## config.mk

```make
export PLATFORM = sky130hd
export DESIGN_NAME = fuse_guard_top
export DESIGN_NICKNAME = d
export VERILOG_FILES = /design/src/common/fuse_guard_pkg.sv /design/src/design/fuse_bus_decode.sv /design/src/design/fuse_direct_access.sv /design/src/design/fuse_guard_top.sv /design/src/fuse_filter/fuse_write_filter.sv
export VERILOG_INCLUDE_DIRS = /design/src /design/src/common
export SDC_FILE = /design/constraint.sdc
export NUM_CORES = 2
export LEC_CHECK = 0
export ABC_CLOCK_PERIOD_IN_PS = 2750
export BUFFER_PORTS_ARGS = -buffer_cell sky130_fd_sc_hd__clkbuf_2
export CORE_MARGIN = 2
export CORE_UTILIZATION = 41
export DETAILED_ROUTE_END_ITERATION = 12
export SLEW_MARGIN = 25
export SYNTH_ARGS = -nofsm -noshare
export SYNTH_HDL_FRONTEND = slang
export SYNTH_HIERARCHICAL = 1
export SYNTH_SLANG_ARGS = --single-unit
export TNS_END_PERCENT = 50
```

## constraint.sdc

```tcl
create_clock -name clk_i -period 2.75 [get_ports clk_i]
set_input_delay 0 -clock clk_i [delete_from_list [all_inputs] [get_ports clk_i]]
set_output_delay 0 -clock clk_i [all_outputs]
set_load 0.02 [all_outputs]
```

## src/common/fuse_guard_cfg.svh

```systemverilog
// Widths, register map, fuse depth and access table of the fuse write guard; include before use.

`ifndef FUSE_GUARD_CFG_SVH
`define FUSE_GUARD_CFG_SVH

`default_nettype none

// Bus widths of the snooped write bus.
`define FG_ADDR_W 8
`define FG_USER_W 8
`define FG_DATA_W 32

// Offsets of the direct-access register window.
`define FG_OFS_WDATA0  8'h00
`define FG_OFS_WDATA1  8'h04
`define FG_OFS_ADDRESS 8'h08
`define FG_OFS_CMD     8'h0C

// The fuse array holds 64-bit words, built from the two data registers.
`define FG_FUSE_WORDS 32
`define FG_FUSE_AW    5

// Range 0 belongs to strap user 0.
`define FG_RANGE0_LO 0
`define FG_RANGE0_HI 15

// Range 1 belongs to strap user 1.
// Words 30 and 31 lie outside both ranges, so no user may program them.
`define FG_RANGE1_LO 16
`define FG_RANGE1_HI 29

`default_nettype wire

`endif

```

## src/common/fuse_guard_pkg.sv

```systemverilog
// Shared enum types for the fuse write guard; each stage imports the ones it needs.

`default_nettype none

package fuse_guard_pkg;

    // States of the snooping filter FSM.
    // They follow the order in which the host writes the direct-access registers.
    typedef enum logic [2:0] {
        RESET_ST              = 3'd0,
        IDLE_ST               = 3'd1,
        WDATA_ADDR_ST         = 3'd2,
        WDATA_ST              = 3'd3,
        FUSE_ADDR_AXI_ADDR_ST = 3'd4,
        FUSE_ADDR_AXI_WR_ST   = 3'd5,
        FUSE_CMD_AXI_ADDR_ST  = 3'd6,
        DISCARD_ST            = 3'd7
    } filter_state_t;

    // Register targeted by a bus write, as decoded from its address beat.
    typedef enum logic [2:0] {
        REG_NONE    = 3'd0,
        REG_WDATA0  = 3'd1,
        REG_WDATA1  = 3'd2,
        REG_ADDRESS = 3'd3,
        REG_CMD     = 3'd4
    } reg_sel_t;

    // Command opcode, taken from the two low bits of the command data word.
    typedef enum logic [1:0] {
        CMD_NOP     = 2'd0,
        CMD_PROGRAM = 2'd1
    } fuse_cmd_t;

endpackage

`default_nettype wire

```

## src/design/fuse_bus_decode.sv

```systemverilog
// First pipeline stage; turns strobed address and data beats into paired register writes.

`timescale 1ns/1ps
`include "fuse_guard_cfg.svh"
`default_nettype none

module fuse_bus_decode (
    input  wire                        clk_i,
    input  wire                        rst_n_i,
    input  wire                        bus_aw_i,
    input  wire  [`FG_ADDR_W-1:0]      bus_addr_i,
    input  wire  [`FG_USER_W-1:0]      bus_user_i,
    input  wire                        bus_w_i,
    input  wire  [`FG_DATA_W-1:0]      bus_wdata_i,
    output logic                       aw_hit_o,
    output fuse_guard_pkg::reg_sel_t   aw_reg_o,
    output logic [`FG_USER_W-1:0]      aw_user_o,
    output logic                       wr_hit_o,
    output fuse_guard_pkg::reg_sel_t   wr_reg_o,
    output logic [`FG_USER_W-1:0]      wr_user_o,
    output logic [`FG_DATA_W-1:0]      wr_data_o
);
    import fuse_guard_pkg::*;

    reg_sel_t              addr_sel;
    reg_sel_t              pend_reg_q;
    logic [`FG_USER_W-1:0] pend_user_q;

    // Map the beat address onto the register window.
    // Anything outside the four offsets is still a write, but to no register.
    always_comb begin
        case (bus_addr_i)
            `FG_OFS_WDATA0:  addr_sel = REG_WDATA0;
            `FG_OFS_WDATA1:  addr_sel = REG_WDATA1;
            `FG_OFS_ADDRESS: addr_sel = REG_ADDRESS;
            `FG_OFS_CMD:     addr_sel = REG_CMD;
            default:         addr_sel = REG_NONE;
        endcase
    end

    // The pending select and user stay put until the next address beat.
    // That way the data beat one cycle later finds them still valid.
    always_ff @(posedge clk_i or negedge rst_n_i) begin
        if (!rst_n_i) begin
            aw_hit_o    <= 1'b0;
            pend_reg_q  <= REG_NONE;
            pend_user_q <= '0;
            wr_hit_o    <= 1'b0;
            wr_reg_o    <= REG_NONE;
            wr_user_o   <= '0;
            wr_data_o   <= '0;
        end else begin
            aw_hit_o <= bus_aw_i;
            wr_hit_o <= bus_w_i;
            if (bus_aw_i) begin
                pend_reg_q  <= addr_sel;
                pend_user_q <= bus_user_i;
            end
            // Pair the data beat with the address beat before it.
            if (bus_w_i) begin
                wr_reg_o  <= pend_reg_q;
                wr_user_o <= pend_user_q;
                wr_data_o <= bus_wdata_i;
            end
        end
    end

    // The address side is reported in the cycle after the beat.
    assign aw_reg_o  = pend_reg_q;
    assign aw_user_o = pend_user_q;

endmodule

`default_nettype wire

```

## src/design/fuse_direct_access.sv

```systemverilog
// Third pipeline stage; direct-access registers, fuse programming or discard, and fuse readback.

`timescale 1ns/1ps
`include "fuse_guard_cfg.svh"
`default_nettype none

module fuse_direct_access (
    input  wire                          clk_i,
    input  wire                          rst_n_i,
    input  wire                          wr_hit_i,
    input  fuse_guard_pkg::reg_sel_t     wr_reg_i,
    input  wire  [`FG_DATA_W-1:0]        wr_data_i,
    input  wire                          discard_i,
    input  wire  [`FG_FUSE_AW-1:0]       rd_addr_i,
    output logic [2*`FG_DATA_W-1:0]      rd_data_o,
    output logic                         prog_done_o,
    output logic                         discarded_o
);
    import fuse_guard_pkg::*;

    logic [`FG_DATA_W-1:0]   wdata0_q;
    logic [`FG_DATA_W-1:0]   wdata1_q;
    logic [`FG_FUSE_AW-1:0]  addr_q;
    logic                    cmd_pend_q;
    fuse_cmd_t               cmd_op_q;
    logic [2*`FG_DATA_W-1:0] fuse_q [`FG_FUSE_WORDS];

    // ------------------------------------------------------------------------
    // Register window.
    // ------------------------------------------------------------------------

    // A command sits in the pending slot for one cycle.
    // That gives the filter time to raise discard.
    always_ff @(posedge clk_i or negedge rst_n_i) begin
        if (!rst_n_i) begin
            wdata0_q   <= '0;
            wdata1_q   <= '0;
            addr_q     <= '0;
            cmd_pend_q <= 1'b0;
            cmd_op_q   <= CMD_NOP;
        end else begin
            cmd_pend_q <= 1'b0;
            if (wr_hit_i) begin
                case (wr_reg_i)
                    REG_WDATA0:  wdata0_q <= wr_data_i;
                    REG_WDATA1:  wdata1_q <= wr_data_i;
                    REG_ADDRESS: addr_q   <= wr_data_i[`FG_FUSE_AW-1:0];
                    REG_CMD: begin
                        cmd_pend_q <= 1'b1;
                        cmd_op_q   <= fuse_cmd_t'(wr_data_i[1:0]);
                    end
                    default: ;
                endcase
            end
        end
    end

    // ------------------------------------------------------------------------
    // Fuse array.
    // ------------------------------------------------------------------------

    // Fuses can only be blown, never cleared, so a program ORs the new bits in.
    always_ff @(posedge clk_i or negedge rst_n_i) begin
        if (!rst_n_i) begin
            for (int i = 0; i < `FG_FUSE_WORDS; i++) begin
                fuse_q[i] <= '0;
            end
            prog_done_o <= 1'b0;
            discarded_o <= 1'b0;
        end else begin
            prog_done_o <= 1'b0;
            discarded_o <= 1'b0;
            if (cmd_pend_q) begin
                if (discard_i) begin
                    discarded_o <= 1'b1;
                end else if (cmd_op_q == CMD_PROGRAM) begin
                    fuse_q[addr_q] <= fuse_q[addr_q] | {wdata1_q, wdata0_q};
                    prog_done_o    <= 1'b1;
                end
            end
        end
    end

    // Readback is one cycle behind the address.
    always_ff @(posedge clk_i or negedge rst_n_i) begin
        if (!rst_n_i) begin
            rd_data_o <= '0;
        end else begin
            rd_data_o <= fuse_q[rd_addr_i];
        end
    end

endmodule

`default_nettype wire

```

## src/design/fuse_guard_top.sv

```systemverilog
// Top level of the fuse write guard; connects bus decode, write filter and fuse programmer.

`timescale 1ns/1ps
`include "fuse_guard_cfg.svh"
`default_nettype none

module fuse_guard_top (
    input  wire                          clk_i,
    input  wire                          rst_n_i,
    input  wire                          bus_aw_i,
    input  wire  [`FG_ADDR_W-1:0]        bus_addr_i,
    input  wire  [`FG_USER_W-1:0]        bus_user_i,
    input  wire                          bus_w_i,
    input  wire  [`FG_DATA_W-1:0]        bus_wdata_i,
    input  wire  [`FG_USER_W-1:0]        strap_user0_i,
    input  wire  [`FG_USER_W-1:0]        strap_user1_i,
    input  wire                          init_done_i,
    input  wire  [`FG_FUSE_AW-1:0]       rd_addr_i,
    output logic [2*`FG_DATA_W-1:0]      rd_data_o,
    output logic                         prog_done_o,
    output logic                         write_discarded_o
);
    import fuse_guard_pkg::*;

    logic                  aw_hit;
    reg_sel_t              aw_reg;
    logic [`FG_USER_W-1:0] aw_user;
    logic                  wr_hit;
    reg_sel_t              wr_reg;
    logic [`FG_DATA_W-1:0] wr_data;
    logic                  discard;
    logic                  discarded;

    // The filter takes users from the address side, so the paired data user is not routed on.
    fuse_bus_decode u_decode (
        .clk_i(clk_i), .rst_n_i(rst_n_i),
        .bus_aw_i(bus_aw_i), .bus_addr_i(bus_addr_i), .bus_user_i(bus_user_i),
        .bus_w_i(bus_w_i), .bus_wdata_i(bus_wdata_i),
        .aw_hit_o(aw_hit), .aw_reg_o(aw_reg), .aw_user_o(aw_user),
        .wr_hit_o(wr_hit), .wr_reg_o(wr_reg), .wr_user_o(), .wr_data_o(wr_data)
    );

    fuse_write_filter u_filter (
        .clk_i(clk_i), .rst_n_i(rst_n_i), .init_done_i(init_done_i),
        .strap_user0_i(strap_user0_i), .strap_user1_i(strap_user1_i),
        .aw_hit_i(aw_hit), .aw_reg_i(aw_reg), .aw_user_i(aw_user),
        .wr_hit_i(wr_hit), .wr_data_i(wr_data),
        .discarded_i(discarded), .discard_o(discard)
    );

    fuse_direct_access u_access (
        .clk_i(clk_i), .rst_n_i(rst_n_i),
        .wr_hit_i(wr_hit), .wr_reg_i(wr_reg), .wr_data_i(wr_data),
        .discard_i(discard), .rd_addr_i(rd_addr_i), .rd_data_o(rd_data_o),
        .prog_done_o(prog_done_o), .discarded_o(discarded)
    );

    // The discard acknowledge goes both back to the filter and out to the host.
    assign write_discarded_o = discarded;

endmodule

`default_nettype wire

```

## src/fuse_filter/fuse_write_filter.sv

```systemverilog
// Second pipeline stage; snoops register writes and raises discard for a refused fuse command.

`timescale 1ns/1ps
`include "fuse_guard_cfg.svh"
`default_nettype none

module fuse_write_filter (
    input  wire                        clk_i,
    input  wire                        rst_n_i,
    input  wire                        init_done_i,
    input  wire  [`FG_USER_W-1:0]      strap_user0_i,
    input  wire  [`FG_USER_W-1:0]      strap_user1_i,
    input  wire                        aw_hit_i,
    input  fuse_guard_pkg::reg_sel_t   aw_reg_i,
    input  wire  [`FG_USER_W-1:0]      aw_user_i,
    input  wire                        wr_hit_i,
    input  wire  [`FG_DATA_W-1:0]      wr_data_i,
    input  wire                        discarded_i,
    output logic                       discard_o
);
    import fuse_guard_pkg::*;

    filter_state_t         state_q;
    filter_state_t         state_d;
    logic [`FG_DATA_W-1:0] fuse_addr_q;
    logic [`FG_USER_W-1:0] data_id0_q;
    logic [`FG_USER_W-1:0] data_id1_q;
    logic [`FG_USER_W-1:0] addr_id_q;
    logic [`FG_USER_W-1:0] cmd_id_q;
    logic                  latch_addr;
    logic                  latch_data_id0;
    logic                  latch_data_id1;
    logic                  latch_addr_id;
    logic                  latch_cmd_id;
    logic                  clear_records;
    logic                  discard_d;
    logic [1:0]            range_ok;
    logic                  wr_allowed;
    logic                  all_same_id;

    // ------------------------------------------------------------------------
    // Access table and user consistency.
    // ------------------------------------------------------------------------

    // Each entry allows its range only to its strap owner.
    // The first data user stands for the whole request; the others are checked below.
    assign range_ok[0] = (fuse_addr_q >= `FG_DATA_W'(`FG_RANGE0_LO))
                       && (fuse_addr_q <= `FG_DATA_W'(`FG_RANGE0_HI))
                       && (data_id0_q == strap_user0_i);
    assign range_ok[1] = (fuse_addr_q >= `FG_DATA_W'(`FG_RANGE1_LO))
                       && (fuse_addr_q <= `FG_DATA_W'(`FG_RANGE1_HI))
                       && (data_id0_q == strap_user1_i);
    assign wr_allowed  = |range_ok;

    // All four register writes must come from the same bus user.
    assign all_same_id = (data_id0_q == data_id1_q) && (data_id1_q == addr_id_q)
                       && (addr_id_q == cmd_id_q);

    // ------------------------------------------------------------------------
    // Next state and latch enables.
    // ------------------------------------------------------------------------
    always_comb begin
        state_d        = state_q;
        latch_addr     = 1'b0;
        latch_data_id0 = 1'b0;
        latch_data_id1 = 1'b0;
        latch_addr_id  = 1'b0;
        latch_cmd_id   = 1'b0;
        clear_records  = 1'b0;
        discard_d      = 1'b0;
        case (state_q)
            RESET_ST: begin
                // Wait for fuse initialization before snooping anything.
                clear_records = 1'b1;
                if (init_done_i) begin
                    state_d = IDLE_ST;
                end
            end
            IDLE_ST: begin
                // A request starts with either data register.
                if (aw_hit_i && aw_reg_i == REG_WDATA0) begin
                    latch_data_id0 = 1'b1;
                    state_d        = WDATA_ADDR_ST;
                end else if (aw_hit_i && aw_reg_i == REG_WDATA1) begin
                    latch_data_id1 = 1'b1;
                    state_d        = WDATA_ADDR_ST;
                end else begin
                    clear_records = 1'b1;
                end
            end
            WDATA_ADDR_ST: begin
                if (wr_hit_i) begin
                    state_d = WDATA_ST;
                end
            end
            WDATA_ST: begin
                // More data writes may follow before the address register.
                if (aw_hit_i && aw_reg_i == REG_ADDRESS) begin
                    latch_addr_id = 1'b1;
                    state_d       = FUSE_ADDR_AXI_ADDR_ST;
                end else if (aw_hit_i && aw_reg_i == REG_WDATA0) begin
                    latch_data_id0 = 1'b1;
                    state_d        = WDATA_ADDR_ST;
                end else if (aw_hit_i && aw_reg_i == REG_WDATA1) begin
                    latch_data_id1 = 1'b1;
                    state_d        = WDATA_ADDR_ST;
                end
            end
            FUSE_ADDR_AXI_ADDR_ST: begin
                // The data beat of the address register carries the fuse word address.
                if (wr_hit_i) begin
                    latch_addr = 1'b1;
                    state_d    = FUSE_ADDR_AXI_WR_ST;
                end
            end
            FUSE_ADDR_AXI_WR_ST: begin
                if (aw_hit_i && aw_reg_i == REG_CMD) begin
                    latch_cmd_id = 1'b1;
                    state_d      = FUSE_CMD_AXI_ADDR_ST;
                end
            end
            FUSE_CMD_AXI_ADDR_ST: begin
                // The check runs here, in the same cycle as the command data beat.
                if (!wr_allowed || !all_same_id) begin
                    discard_d = 1'b1;
                    state_d   = DISCARD_ST;
                end else if (wr_hit_i) begin
                    state_d = IDLE_ST;
                end
            end
            DISCARD_ST: begin
                // Hold discard until the programmer confirms it dropped the command.
                discard_d = 1'b1;
                if (discarded_i) begin
                    state_d = IDLE_ST;
                end
            end
            default: begin
                state_d = IDLE_ST;
            end
        endcase
    end

    // ------------------------------------------------------------------------
    // State, records and the registered discard level.
    // ------------------------------------------------------------------------
    always_ff @(posedge clk_i or negedge rst_n_i) begin
        if (!rst_n_i) begin
            state_q     <= RESET_ST;
            discard_o   <= 1'b0;
            fuse_addr_q <= '0;
            data_id0_q  <= '0;
            data_id1_q  <= '0;
            addr_id_q   <= '0;
            cmd_id_q    <= '0;
        end else begin
            state_q   <= state_d;
            discard_o <= discard_d;
            if (clear_records) begin
                fuse_addr_q <= '0;
                data_id0_q  <= '0;
                data_id1_q  <= '0;
                addr_id_q   <= '0;
                cmd_id_q    <= '0;
            end else begin
                if (latch_addr) begin
                    fuse_addr_q <= wr_data_i;
                end
                // A write to data 0 also seeds data 1, so a single data write is consistent.
                if (latch_data_id0) begin
                    data_id0_q <= aw_user_i;
                    data_id1_q <= aw_user_i;
                end else if (latch_data_id1) begin
                    data_id1_q <= aw_user_i;
                end
                if (latch_addr_id) begin
                    addr_id_q <= aw_user_i;
                end
                if (latch_cmd_id) begin
                    cmd_id_q <= aw_user_i;
                end
            end
        end
    end

endmodule

`default_nettype wire

```

==> impl_metrics.tcl <==
set metrics [dict create \
    outcome "finished, violations left" \
    violations "setup timing" \
    setup_viol 31 \
    rsz0062_at_grt "yes" \
    layout_common_cells "dfrtp_1 (2,293), nor2_1 (2,152), a21oi_1 (2,068)" \
    route.vias.total 94200 \
    stdcell_count 14900 \
    nets 11100 \
    hold_viol_final 0 \
    avgSynthCellArea_sq_um 10.6 \
    ant_nets 0 \
    post_drt_wl_per_cell_microns 31.0 \
    cp_cell_sequence "buf_12 -> buf_16 -> buf_4 -> mux2i_1 -> o22ai_1 -> nor4_1 -> and3_2 -> buf_12 -> a21oi_1" \
    fin_util 0.488 \
    path_clk_slew_ns 0.06 \
    maxSlewViolCount 0 \
    port_buffers 139 \
    crit_slowest_cell "dfrtp_4" \
    drv_cap 0 \
    routed_via_density 6.30 \
    die_y_microns 534 \
    synthToLayoutAreaGrowth_pct 18.4 \
    cp_max_fo 33 \
    route.detailed.drc 0 \
    timing.final.crit_period_ns 2.79 \
    cp_common_cell "buf_12" \
    dieArea_sq_um 285000 \
    clk_latency_ns 0.97 \
    fmax_mhz 358 \
    synth_fp_nets 10900 \
    leakagePower_nw 57.4 \
    whs_ns 0.130 \
    cpPeakStageDelay_ns 0.50 \
    yosysWarnings 6 \
    end_kind "register" \
    grt_max_degree 95 \
    hold_class "input pin to asynchronous set/reset pin" \
    drt_first_pass_iters 8 \
    r2r_setup_slack_ns -0.04 \
    numCtsBuffers 275 \
    grt_first_pass_wirelength_microns 662000 \
    cts_buffer_depth 4 \
    root_buffer "clkbuf_16" \
    initial_core_util 0.412 \
    syn_area_sq_um 115000 \
    layout_commonest_cell "dfrtp_1" \
    finalWirelength_microns 463000 \
    gp_congestion 0.918 \
    grt_use_total 0.319 \
    crit_required_ns 3.60 \
    hpwl_microns 290000 \
    die_x_microns 534 \
    antenna_found_initial 34 \
    min_period_over_period 1.02 \
    critPathArrivalTime_ns 3.64 \
    cts_tree "done" \
    fin_worst_skew_ns 0.0707 \
    cts_htree_levels 5 \
    syn_inst 10800 \
    power_density_nw_per_um2 577 \
    placed_area_sq_um 125000 \
    power.total_w 0.0786 \
    peakVddDrop_uv 741 \
    grt-ovfl-total 0 \
    io_pins 140 \
    drtIter0Drc 11400 \
    grt_pass1_vias 93500 \
    drive_above_1_share 0.193 \
    worstMarginPinSlew_ns 1.01 \
    dp.cells 14300 \
    rows 194 \
    worst_slack_ns -0.0439 \
    critPathLaunchType "register" \
    max_slew_margin 0.329 \
    cts.sinks 2301 \
    core_sq_um 279000 \
    finish.instance_area_sq_um 136000 \
    critPathKind "register to register" \
]
-- cell type report --
class	count	area (sq um)
antenna	18	45.0
clock buffer	389	8010
clock inverter	74	912
fill	24600	143000
inverter	18	77.6
multi-input combinational	7363	52400
sequential	2301	57600
tap	3724	4660
timing repair buffer	1062	12500
-- flip-flops by register name, summed over array words and instances, names as in the netlist, 2 cells and up --
signal	flops
u_access/rd_data_o	64
u_filter/cmd_id_q	8
u_decode/aw_user_o	8
u_filter/state_q	3
u_filter/addr_id_q	8
u_access/addr_q	5
u_decode/wr_data_o	32
u_access/wdata0_q	32
u_access/cmd_op_q	2
u_access/fuse_q	2048
u_access/wdata1_q	32
u_filter/fuse_addr_q	31
u_decode/wr_reg_o	3
u_filter/data_id0_q	8
u_filter/data_id1_q	8
u_decode/aw_reg_o	3
-- what timing repair did --
action | in CTS | in global routing
pin swaps | 0 | 5
hold buffers | 143 | 0
setup buffers | 0 | 3
endpoints found under the hold margin | 2157 | 0
cloned | 0 | 1
gates resized for setup | 4 | 39
endpoints found under the setup margin | 59 | 341
-- power breakdown --
group	internal, W	switching (W)
logic	0.00242	0.00443
clock network	0.0220	0.0145
registers	0.0344	0.000821
-- worst max-delay path: cells and delay by family, from the launching register on --
| kind | cells | cell delay, ns |
|---|---|---|
| multiplexers | 1 | 0.32 |
| AO/OA/AOI/OAI | 2 | 0.20 |
| AND/OR/NAND/NOR | 2 | 0.64 |
| flip-flops | 1 | 0.50 |
| buffers and inverters | 4 | 0.93 |
-- stage by stage --
stage	setup TNS [ns]	setup slack, ns
floorplan	0	0.218
global placement	-1.75	-0.104
detailed placement	-0.593	-0.0394
CTS	0	0.0119
global route	-1.34	-0.0515
finish	-0.889	-0.0439
-- worst paths after layout --
kind,startpoint,to,cells past startpoint
hold reg to reg,u_access/fuse_q[63],u_access/fuse_q[63],1
hold / removal,rst_n_i,u_access/fuse_q[1298],3
setup reg to reg,u_access/addr_q[0],u_access/fuse_q[1911],9
min in group clk_i,rd_addr_i[0],u_access/rd_data_o[16],5
setup / recovery,u_access/addr_q[0],u_access/fuse_q[1911],9
max in group asynchronous,rst_n_i,u_access/fuse_q[1698],4
-- per-layer routing --
layer / global-route usage / wire length (microns) / up-vias
li1: - / - / 39300
met1: 0.409 / 172000 / 47400
met2: 0.478 / 202000 / 5924
met3: 0.0977 / 56600 / 1531
met4: 0.186 / 32100 / 26
met5: 0 / 192 / -
Note: power is estimated with default switching activity, not from simulation.
